## src/verilog/ula_macros.svh

```systemverilog
`ifndef ULA_MACROS_SVH
`define ULA_MACROS_SVH

// Frame geometry in pixel clocks and lines
`define ULA_LINE_CLOCKS   448
`define ULA_FRAME_LINES   312
`define ULA_PAPER_WIDTH   256
`define ULA_PAPER_LINES   192

// Counter value minus pixel column at which that pixel is on screen
`define ULA_PIXEL_DELAY   13

// Sync placement
`define ULA_HSYNC_START   344
`define ULA_HSYNC_LENGTH  32
// Vertical sync line, also interrupt line and flash tick line
`define ULA_VSYNC_START   248
`define ULA_VSYNC_LINES   4
`define ULA_INT_LENGTH    32

// Border after reset is red
`define ULA_BORDER_RESET  3'd2

// Channel levels for normal and bright colours
`define ULA_LEVEL_HALF    3'd5
`define ULA_LEVEL_FULL    3'd7

`define ULA_FLASH_BITS    5

`endif
```

## src/verilog/ulaPkg.sv

```systemverilog
`default_nettype none

package ulaPkg;

   ////////////////////////////////////////////////////////////
   // Raster counters
   ////////////////////////////////////////////////////////////

   // Pixel clock within a line, 0..447
   typedef logic [8:0] hCount_t;

   // Line within a frame, 0..311
   typedef logic [8:0] vCount_t;

   ////////////////////////////////////////////////////////////
   // Video memory and colour
   ////////////////////////////////////////////////////////////

   // 16K of screen memory
   typedef logic [13:0] vramAddr_t;

   // Bitmap byte, attribute byte or CPU data
   typedef logic [7:0] ulaByte_t;

   // One 3-level channel, or a GRB colour index
   typedef logic [2:0] colour3_t;

   // Bright on top of GRB
   typedef logic [3:0] igrb_t;

endpackage

`default_nettype wire

```

## src/verilog/ulaFetchIf.sv

```systemverilog
`timescale 1ns/1ps
`default_nettype none

interface ulaFetchIf;
   import ulaPkg::*;

   // Bytes latched from VRAM
   ulaByte_t bitmapData;
   ulaByte_t attrData;

   // One-cycle strobes, both on low bits 4 of hCount
   logic serializerLoad;
   logic attrOutputLoad;

   // High over the paper window of the output stage
   logic videoEnable;

   // Fetch side drives everything
   modport fetch (output bitmapData, attrData, serializerLoad, attrOutputLoad, videoEnable);

   // Pixel side only looks
   modport pixel (input bitmapData, attrData, serializerLoad, attrOutputLoad, videoEnable);

endinterface

`default_nettype wire

```

## src/verilog/ulaPixelOutput.sv

```systemverilog
`timescale 1ns/1ps
`default_nettype none

`include "ula_macros.svh"

module ulaPixelOutput (
   input  wire logic              clk7,
   input  wire logic              rst_n,
   ulaFetchIf.pixel               pixel,
   input  wire ulaPkg::colour3_t  border,
   input  wire logic              flashPhase,
   output ulaPkg::colour3_t       r,
   output ulaPkg::colour3_t       g,
   output ulaPkg::colour3_t       b
);
   import ulaPkg::*;

   ulaByte_t serializer;
   ulaByte_t attrInput;
   ulaByte_t attrOutput;
   logic     flashBit;
   logic     brightBit;
   colour3_t inkColour;
   colour3_t paperColour;
   logic     pixelBit;
   igrb_t    pixelColour;

   // Map one GRB bit to its channel level
   function automatic colour3_t channelLevel(input logic on, input logic bright);
      colour3_t level;
      level = 3'd0;
      if (on) begin
         level = bright ? `ULA_LEVEL_FULL : `ULA_LEVEL_HALF;
      end
      return level;
   endfunction

   ////////////////////////////////////////////////////////////
   // Serializer
   ////////////////////////////////////////////////////////////

   // Msb goes out first
   always_ff @(posedge clk7) begin
      if (pixel.serializerLoad) begin
         serializer <= pixel.bitmapData;
      end else begin
         serializer <= {serializer[6:0], 1'b0};
      end
   end

   ////////////////////////////////////////////////////////////
   // Attribute output
   ////////////////////////////////////////////////////////////

   // Border becomes paper, ink black, no bright or flash
   assign attrInput = pixel.videoEnable ? pixel.attrData : {2'b00, border, 3'b000};

   always_ff @(posedge clk7) begin
      if (!rst_n) begin
         attrOutput <= '0;
      end else if (pixel.attrOutputLoad) begin
         attrOutput <= attrInput;
      end
   end

   assign flashBit    = attrOutput[7];
   assign brightBit   = attrOutput[6];
   assign paperColour = attrOutput[5:3];
   assign inkColour   = attrOutput[2:0];

   ////////////////////////////////////////////////////////////
   // Colour
   ////////////////////////////////////////////////////////////

   // Flash cells swap ink and paper in the upper 16 frames
   assign pixelBit = serializer[7] ^ (flashBit & flashPhase);

   assign pixelColour = pixelBit ? {brightBit, inkColour} : {brightBit, paperColour};

   // GRB order, green on top
   assign g = channelLevel(pixelColour[2], pixelColour[3]);
   assign r = channelLevel(pixelColour[1], pixelColour[3]);
   assign b = channelLevel(pixelColour[0], pixelColour[3]);

endmodule

`default_nettype wire

```

## src/verilog/ulaPortDecoder.sv

```systemverilog
`timescale 1ns/1ps
`default_nettype none

`include "ula_macros.svh"

module ulaPortDecoder (
   input  wire logic         clk7,
   input  wire logic         rst_n,
   input  wire logic [7:0]   addr,
   input  wire logic         iorq_n,
   input  wire logic         rd_n,
   input  wire logic         wr_n,
   input  wire logic [7:0]   din,
   output logic [7:0]        dout,
   input  wire logic         ear,
   input  wire logic [4:0]   kbd,
   input  wire logic         issue2Keyboard,
   output logic              mic,
   output logic              spk,
   output ulaPkg::colour3_t  border
);
   import ulaPkg::*;

   // Even address that the MMU port claims instead
   localparam ulaByte_t MmuPortAddr = 8'hF4;

   logic     feSelect;
   logic     feWrite;
   logic     feRead;
   logic     earProcessed;

   // Any even port except F4 is the ULA
   assign feSelect = !iorq_n && !addr[0] && (addr != MmuPortAddr);
   assign feWrite  = feSelect && !wr_n;
   assign feRead   = feSelect && !rd_n;

   ////////////////////////////////////////////////////////////
   // Port FE write side
   ////////////////////////////////////////////////////////////

   always_ff @(posedge clk7) begin
      if (!rst_n) begin
         border <= `ULA_BORDER_RESET;
         mic    <= 1'b0;
         spk    <= 1'b0;
      end else if (feWrite) begin
         // Bits 2..0 border, bit 3 mic, bit 4 speaker
         border <= din[2:0];
         mic    <= din[3];
         spk    <= din[4];
      end
   end

   ////////////////////////////////////////////////////////////
   // Port FE read side
   ////////////////////////////////////////////////////////////

   // Issue 2 boards also let mic leak into ear
   assign earProcessed = issue2Keyboard ? (ear ^ (spk | mic)) : (ear ^ spk);

   always_comb begin
      // Idle bus reads as all ones
      dout = 8'hFF;
      if (feRead) begin
         dout = {1'b1, earProcessed, 1'b1, kbd};
      end
   end

endmodule

`default_nettype wire

```

## src/verilog/ulaRasterTiming.sv

```systemverilog
`timescale 1ns/1ps
`default_nettype none

`include "ula_macros.svh"

module ulaRasterTiming (
   input  wire logic        clk7,
   input  wire logic        rst_n,
   output ulaPkg::hCount_t  hCount,
   output ulaPkg::vCount_t  vCount,
   output logic             flashPhase,
   output logic             hsync,
   output logic             vsync,
   output logic             int_n
);
   import ulaPkg::*;

   logic                        lineEnd;
   logic                        frameEnd;
   logic                        hsyncWindow;
   logic                        vsyncWindow;
   logic                        intWindow;
   logic                        flashTick;
   logic [`ULA_FLASH_BITS-1:0]  flashCount;

   ////////////////////////////////////////////////////////////
   // Pixel and line counters
   ////////////////////////////////////////////////////////////

   assign lineEnd  = (hCount == hCount_t'(`ULA_LINE_CLOCKS - 1));
   assign frameEnd = (vCount == vCount_t'(`ULA_FRAME_LINES - 1));

   always_ff @(posedge clk7) begin
      if (!rst_n) begin
         hCount <= '0;
         vCount <= '0;
      end else if (lineEnd) begin
         hCount <= '0;
         // Line step only at end of line
         vCount <= frameEnd ? '0 : vCount + 1'b1;
      end else begin
         hCount <= hCount + 1'b1;
      end
   end

   ////////////////////////////////////////////////////////////
   // Sync and interrupt
   ////////////////////////////////////////////////////////////

   // Counter ranges, registered below so outputs lag one clock
   assign hsyncWindow = (hCount >= `ULA_HSYNC_START) &&
                        (hCount < `ULA_HSYNC_START + `ULA_HSYNC_LENGTH);
   assign vsyncWindow = (vCount >= `ULA_VSYNC_START) &&
                        (vCount < `ULA_VSYNC_START + `ULA_VSYNC_LINES);
   // Interrupt at start of the first vsync line
   assign intWindow   = (vCount == `ULA_VSYNC_START) && (hCount < `ULA_INT_LENGTH);

   always_ff @(posedge clk7) begin
      if (!rst_n) begin
         hsync <= 1'b1;
         vsync <= 1'b1;
         int_n <= 1'b1;
      end else begin
         hsync <= !hsyncWindow;
         vsync <= !vsyncWindow;
         int_n <= !intWindow;
      end
   end

   // Flash counter, one step per frame at vsync
   assign flashTick = (hCount == '0) && (vCount == `ULA_VSYNC_START);

   always_ff @(posedge clk7) begin
      if (!rst_n) begin
         flashCount <= '0;
      end else if (flashTick) begin
         flashCount <= flashCount + 1'b1;
      end
   end

   // Top bit toggles every 16 frames
   assign flashPhase = flashCount[`ULA_FLASH_BITS-1];

endmodule

`default_nettype wire

```

## src/verilog/ulaTop.sv

```systemverilog
`timescale 1ns/1ps
`default_nettype none

module ulaTop (
   input  wire logic         clk7,
   input  wire logic         rst_n,
   // CPU side
   input  wire logic [7:0]   addr,
   input  wire logic         iorq_n,
   input  wire logic         rd_n,
   input  wire logic         wr_n,
   input  wire logic [7:0]   din,
   output logic [7:0]        dout,
   // Keyboard, tape and sound
   input  wire logic         ear,
   input  wire logic [4:0]   kbd,
   input  wire logic         issue2Keyboard,
   output logic              mic,
   output logic              spk,
   // Screen memory
   output logic [13:0]       va,
   input  wire logic [7:0]   vramData,
   // Video out
   output logic [2:0]        r,
   output logic [2:0]        g,
   output logic [2:0]        b,
   output logic              hsync,
   output logic              vsync,
   output logic              int_n
);
   import ulaPkg::*;

   hCount_t  hCount;
   vCount_t  vCount;
   logic     flashPhase;
   colour3_t border;

   // Bytes and strobes from fetch to pixel output
   ulaFetchIf fetchBus ();

   ulaPortDecoder uPorts (
      .clk7(clk7), .rst_n(rst_n),
      .addr(addr), .iorq_n(iorq_n), .rd_n(rd_n), .wr_n(wr_n),
      .din(din), .dout(dout),
      .ear(ear), .kbd(kbd), .issue2Keyboard(issue2Keyboard),
      .mic(mic), .spk(spk), .border(border)
   );

   ulaRasterTiming uRaster (
      .clk7(clk7), .rst_n(rst_n),
      .hCount(hCount), .vCount(vCount), .flashPhase(flashPhase),
      .hsync(hsync), .vsync(vsync), .int_n(int_n)
   );

   ulaVideoFetch uFetch (
      .clk7(clk7), .rst_n(rst_n),
      .hCount(hCount), .vCount(vCount),
      .vramData(vramData), .va(va), .fetch(fetchBus.fetch)
   );

   ulaPixelOutput uPixel (
      .clk7(clk7), .rst_n(rst_n),
      .pixel(fetchBus.pixel), .border(border), .flashPhase(flashPhase),
      .r(r), .g(g), .b(b)
   );

endmodule

`default_nettype wire

```

## src/verilog/ulaVideoFetch.sv

```systemverilog
`timescale 1ns/1ps
`default_nettype none

`include "ula_macros.svh"

module ulaVideoFetch (
   input  wire logic             clk7,
   input  wire logic             rst_n,
   input  wire ulaPkg::hCount_t  hCount,
   input  wire ulaPkg::vCount_t  vCount,
   input  wire ulaPkg::ulaByte_t vramData,
   output ulaPkg::vramAddr_t     va,
   ulaFetchIf.fetch              fetch
);
   import ulaPkg::*;

   // Phases inside each 8-clock character cell
   localparam logic [2:0] ColumnPhase = 3'd3;
   localparam logic [2:0] LoadPhase   = 3'd4;

   // Byte loads one clock ahead of its first pixel, so the
   // output window opens on the 8-clock boundary before that
   localparam int VideoStart = `ULA_PIXEL_DELAY - 5;
   localparam int VideoEnd   = VideoStart + `ULA_PAPER_WIDTH - 1;

   logic       paperLine;
   logic       fetchWindow;
   logic [3:0] slot;
   logic       bitmapSlot;
   logic       attrSlot;
   logic [4:0] column;
   vramAddr_t  bitmapAddr;
   vramAddr_t  attrAddr;
   ulaByte_t   bitmapReg;
   ulaByte_t   attrReg;

   ////////////////////////////////////////////////////////////
   // Fetch slots
   ////////////////////////////////////////////////////////////

   assign paperLine   = (vCount < `ULA_PAPER_LINES);
   assign fetchWindow = paperLine && (hCount < `ULA_PAPER_WIDTH);
   assign slot        = hCount[3:0];

   // Slots 8,9,12,13 bitmap; 10,11,14,15 attribute
   assign bitmapSlot = fetchWindow && slot[3] && !slot[1];
   assign attrSlot   = fetchWindow && slot[3] && slot[1];

   // Column for the next pair of fetches
   always_ff @(posedge clk7) begin
      if (!rst_n) begin
         column <= '0;
      end else if (hCount[2:0] == ColumnPhase) begin
         column <= hCount[7:3];
      end
   end

   ////////////////////////////////////////////////////////////
   // VRAM address
   ////////////////////////////////////////////////////////////

   // Third, pixel row, character row, then column
   assign bitmapAddr = {1'b0, vCount[7:6], vCount[2:0], vCount[5:3], column};
   // Attribute block sits at 1800 hex
   assign attrAddr   = {1'b0, 3'b110, vCount[7:3], column};

   assign va = attrSlot ? attrAddr : bitmapAddr;

   ////////////////////////////////////////////////////////////
   // Data latches
   ////////////////////////////////////////////////////////////

   // Second clock of each slot pair captures the byte
   always_ff @(posedge clk7) begin
      if (bitmapSlot && slot[0]) begin
         bitmapReg <= vramData;
      end
      if (attrSlot && slot[0]) begin
         attrReg <= vramData;
      end
   end

   assign fetch.bitmapData = bitmapReg;
   assign fetch.attrData   = attrReg;

   // Output stage control
   assign fetch.videoEnable    = paperLine && (hCount >= VideoStart) && (hCount <= VideoEnd);
   assign fetch.serializerLoad = fetch.videoEnable && (hCount[2:0] == LoadPhase);
   // Attribute register also tracks border outside paper
   assign fetch.attrOutputLoad = (hCount[2:0] == LoadPhase);

endmodule

`default_nettype wire

```

## config.mk

```make
export PLATFORM = sky130hd
export DESIGN_NAME = ulaTop
export DESIGN_NICKNAME = d
export VERILOG_FILES = /design/src/verilog/ulaPkg.sv /design/src/verilog/ulaFetchIf.sv /design/src/verilog/ulaPixelOutput.sv /design/src/verilog/ulaPortDecoder.sv /design/src/verilog/ulaRasterTiming.sv /design/src/verilog/ulaTop.sv /design/src/verilog/ulaVideoFetch.sv
export VERILOG_INCLUDE_DIRS = /design/src /design/src/verilog
export SDC_FILE = /design/constraint.sdc
export NUM_CORES = 1
export LEC_CHECK = 0
export BUFFER_PORTS_ARGS = -buffer_cell sky130_fd_sc_hd__buf_2
export CAP_MARGIN = 10
export CORE_ASPECT_RATIO = 1.5
export CORE_MARGIN = 2
export CORE_UTILIZATION = 53
export DETAILED_ROUTE_END_ITERATION = 10
export PLACE_DENSITY_LB_ADDON = 0.2
export SYNTH_ARGS = -nofsm -noshare
export SYNTH_HDL_FRONTEND = slang
export SYNTH_SLANG_ARGS = --single-unit
export TNS_END_PERCENT = 30
```

## constraint.sdc

```tcl
create_clock -name clk7 -period 2.5 [get_ports clk7]
set_input_delay 0.125 -clock clk7 [delete_from_list [all_inputs] [get_ports clk7]]
set_output_delay 0.125 -clock clk7 [all_outputs]
set_load 0.01 [all_outputs]
```

==> summary by stage <==
Status
The flow ran to the end, and the final reports show no timing, DRC or antenna violations.

STA
The hold violation count in the final report is 0. Setup violations remaining at the end of the flow were counted as 0. The worst relative slew slack is 0.5110. For the final database, setup skew stands at roughly 0.0064 ns. The final setup TNS is 0 ns. Dividing the final minimum period by the clock period gives 0.8433.

The worst hold slack is about 0.011 ns. After layout, the minimum clock period comes to 2.108 ns. Setup repair after global routing left no endpoint under its margin. For the pin with the worst max-slew slack, the measured transition is 0.7243 ns. The number of max-slew violations in the final report is 0. Timing would allow up to 0.4743 GHz.

Clock tree
The clock tree from TritonCTS is done. The buffer levels on the longest clock path is 2. Counting the buffers created by CTS gives 9.

CTS built an H-tree with a depth of 3. The clock transition at the register clock pins on the worst setup and hold paths after CTS is roughly 0.080 ns. Clock tree synthesis found a total of a little under 70 sinks. The number of setup buffers added after CTS is 0.

At the later pin of the worst-skew pair, clock insertion delay measures approximately 0.35 ns. The root cell of the clock tree is sky130_fd_sc_hd__clkbuf_8.

Global routing
The initial antenna violation count is 0. For this run, the total global-route usage over all layers was measured as 0.2085. The wire length of the first global-routing pass is 10.25 mm. After global routing the overflow that remains totals 0. The via count of the first global-routing pass is ~2300. The maximum number of pins on one net before global-route repair is 23.

Synth
After synthesis, the cell types taking the most area are sky130_fd_sc_hd__dfxtp_1 (34%), sky130_fd_sc_hd__edfxtp_1 (16%), sky130_fd_sc_hd__mux2_2 (4.4%). The share of the yosys chip area belonging to registers is 0.4945. The per-instance average area after synthesis is 10.12 sq um. The commonest register cell after synthesis is sky130_fd_sc_hd__dfxtp_1. The unique cell type count in the Yosys netlist is 50. Counting every instance in the synthesized netlist gives slightly above 300. Yosys mapped a number of flops with a built-in enable equal to 16. Of the post-synthesis cell area, the dominant cell type holds 0.3383.

The number of warnings printed during yosys synthesis is 0. Counting flops with an async set or reset pin after synthesis yields a share of 0. The flip-flop and latch count after synthesis is 68. The netlist area before placement is between 0.003 and 0.004 sq mm. The cell taking the most area after synthesis is sky130_fd_sc_hd__dfxtp_1.

Placed design
The area of placed instances is 0.003395 sq mm. The HPWL after detailed placement is approximately 4.5 mm. The number of buffers inserted by port buffering is 65. At the end of routability-driven placement, the weighted congestion stood at 0.8328.

Route
The residual DRC count is 0. Wires add up to between 6 and 7 mm. The detailed router finished its first iteration with about 100 violations. The antenna violation net count after detailed routing is 0. The total number of vias is between 2000 and 2500. The routed wirelength normalized by instance count is around 14 um.

The detailed-routing iteration count for the pre-antenna-repair pass is 4. The mean number of vias per cell is ~5.3.

Hold path
The class of the worst hold path is in2reg.

Final layout
In the final layout, the share of cells above drive strength 1 is 0.3024. The finished cells cover between 0.003 and 0.004 sq mm. After filler insertion, the fill cell instance count of the layout stands at between 400 and 500. The area growth from synthesis to layout is 19.68%. The final layout contains 414 nets.

The repair_antennas step left the layout with diodes totalling 0.

Worst setup path
STA classifies the critical path startpoint as a flip-flop. At the worst endpoint, the arrival time is roughly 2.3 ns. In this run the worst path has a maximum fanout of 9. The worst setup path is of the reg2reg kind. The worst setup path is captured at a flip-flop. For the worst setup path, the data required time is roughly 2.7 ns.

Floorplan
The floorplan step defined a die boundary enclosing between 0.006 and 0.007 sq mm. The starting density of the core is 0.5397. In this run the core area contains 34 standard-cell rows.

The die extent in x is roughly 66 um. The region available for standard cell placement spans 0.005700 sq mm. In this run the count of I/O pins placed on the die edge is a little over 70. From bottom edge to top edge, the die measures 97.32 um.

Power
In this run the power density over the cells is 585.2 mW/mm^2. The highest ir drop seen on vdd is 0.2854 mV. Summed over all cells, the static leakage comes to between 0.001 and 0.0015 uW.

Flow run
Max-cap violations in this run came to 0.
area by class of cell:
type | count | area (sq um) | area share
repair buffers | 80 | 460.4 | 0.1250
clock buffers | 9 | 123.9 | 0.03364
flip-flops and latches | 68 | 1521 | 0.4132
clock inverters | 7 | 73.82 | 0.02005
inverters | 14 | 52.55 | 0.01427
multi-input cells | 199 | 1360 | 0.3693
well taps | 72 | 90.09 | 0.02446
synthesized netlist by cell type, types with 3 or more instances:
| cell | instances |
|---|---|
| sky130_fd_sc_hd__edfxtp_1 | 16 |
| sky130_fd_sc_hd__o21ai_0 | 5 |
| sky130_fd_sc_hd__xnor2_1 | 8 |
| sky130_fd_sc_hd__nor4_1 | 4 |
| sky130_fd_sc_hd__nor2_1 | 29 |
| sky130_fd_sc_hd__nand4b_1 | 4 |
| sky130_fd_sc_hd__mux2i_1 | 12 |
| sky130_fd_sc_hd__dfxtp_1 | 52 |
| sky130_fd_sc_hd__nor3_1 | 4 |
| sky130_fd_sc_hd__and2_1 | 5 |
| sky130_fd_sc_hd__inv_1 | 14 |
| sky130_fd_sc_hd__nand3_1 | 6 |
| sky130_fd_sc_hd__nand4_1 | 4 |
| sky130_fd_sc_hd__a21oi_1 | 13 |
| sky130_fd_sc_hd__buf_4 | 11 |
| sky130_fd_sc_hd__o211ai_1 | 6 |
| sky130_fd_sc_hd__nand2b_1 | 6 |
| sky130_fd_sc_hd__ha_1 | 6 |
| sky130_fd_sc_hd__nand2_1 | 20 |
| sky130_fd_sc_hd__buf_2 | 6 |
| sky130_fd_sc_hd__xor2_1 | 6 |
| sky130_fd_sc_hd__or2_2 | 6 |
| sky130_fd_sc_hd__o2111ai_1 | 5 |
| sky130_fd_sc_hd__or4_1 | 3 |
| sky130_fd_sc_hd__clkbuf_1 | 6 |
| sky130_fd_sc_hd__mux2_2 | 12 |
| sky130_fd_sc_hd__a31oi_1 | 3 |
cells by family (layout without fill, tap and decap cells):
group	Yosys count	count (layout)	share of synthesized area
AO/OA/AOI/OAI	44	44	0.09760
XOR/XNOR	14	14	0.03985
AND/OR/NAND/NOR	108	108	0.1936
other	2	3	0.002441
multiplexers	24	24	0.08296
flip-flops	68	68	0.4945
adder cells (fa/ha/maj)	6	6	0.02440
buffers and inverters	38	110	0.06466
per-layer routing:
metal,wire length [um],up-vias,GRT usage
li1,-,1207,-
met1,2505,1113,0.2413
met2,3340,46,0.3454
met3,214,17,0.05910
met4,153,0,0.1005
met5,0,-,0
stage by stage:
step           instances  worst slack, ns  total power, uW    util
3_5_place_dp         424           0.3645             1269  0.5955
6_report             449           0.3917             2155  0.6460
3_3_place_gp         424           0.4231             1267  0.5955
2_1_floorplan        305           0.4648             1226       -
5_1_grt              449           0.2171             2238  0.6460
4_1_cts              449           0.3499             2169  0.6460
report_power, final:
part | internal, uW | leakage, uW | switching (uW)
clock | 465 | 0.000100 | 435
sequential | 1130 | 0.000564 | 9.05
combinational | 54.3 | 0.000825 | 59.7
worst max-delay path, cell delays in order, from the launching register on:
cell,delay (ns)
sky130_fd_sc_hd__dfxtp_1,0.36
sky130_fd_sc_hd__ha_1,0.25
sky130_fd_sc_hd__nand4b_1,0.22
sky130_fd_sc_hd__and4_1,0.33
sky130_fd_sc_hd__o211ai_2,0.45
sky130_fd_sc_hd__mux2_2,0.39
state kept, by name, summed over array words and instances (netlist names):
name                     flops
uFetch.column                5
uFetch.fetch.attrData        8
uFetch.fetch.bitmapData      8
uPixel.attrOutput            8
uPixel.serializer            8
uPorts.border                3
uPorts.mic                   1
uPorts.spk                   1
uRaster.flashCount           5
uRaster.hCount               9
uRaster.hsync                1
uRaster.int_n                1
uRaster.vCount               9
uRaster.vsync                1
path summary, 6_finish.rpt:
| path | cells past startpoint | slack (ns) | startpoint | to |
|---|---|---|---|---|
| setup / recovery | 5 | 0.39 | uRaster.hCount[1] | uPixel.serializer[7] |
| hold / removal | 3 | 0.01 | din[0] | uPorts.border[0] |
| setup reg to reg | 5 | 0.39 | uRaster.hCount[1] | uPixel.serializer[7] |
| hold reg to reg | 2 | 0.45 | uPixel.attrOutput[1] | uPixel.attrOutput[1] |
cells in the final DEF, fill, tap and decap left out, types with 3 or more instances in the layout:
master and instances:
sky130_fd_sc_hd__a21oi_1 13, sky130_fd_sc_hd__a31oi_1 3, sky130_fd_sc_hd__and2_1 5, sky130_fd_sc_hd__buf_2 65, sky130_fd_sc_hd__buf_4 6, sky130_fd_sc_hd__clkbuf_8 9, sky130_fd_sc_hd__conb_1 3, sky130_fd_sc_hd__dfxtp_1 52
sky130_fd_sc_hd__dlygate4sd3_1 9, sky130_fd_sc_hd__edfxtp_1 16, sky130_fd_sc_hd__ha_1 6, sky130_fd_sc_hd__inv_1 14, sky130_fd_sc_hd__mux2_2 12, sky130_fd_sc_hd__mux2i_1 12, sky130_fd_sc_hd__nand2_1 20, sky130_fd_sc_hd__nand2b_1 6
sky130_fd_sc_hd__nand3_1 6, sky130_fd_sc_hd__nand4_1 4, sky130_fd_sc_hd__nand4b_1 4, sky130_fd_sc_hd__nor2_1 29, sky130_fd_sc_hd__nor3_1 4, sky130_fd_sc_hd__nor4_1 4, sky130_fd_sc_hd__o2111ai_1 5, sky130_fd_sc_hd__o211ai_1 6
sky130_fd_sc_hd__o21ai_0 5, sky130_fd_sc_hd__or2_2 6, sky130_fd_sc_hd__or4_1 3, sky130_fd_sc_hd__xnor2_1 8, sky130_fd_sc_hd__xor2_1 6
what timing repair did:
item	CTS	global route
gates resized for setup	0	0
endpoints found under the hold margin	17	0
hold buffers	9	0
(Power assumes the default switching activity.)
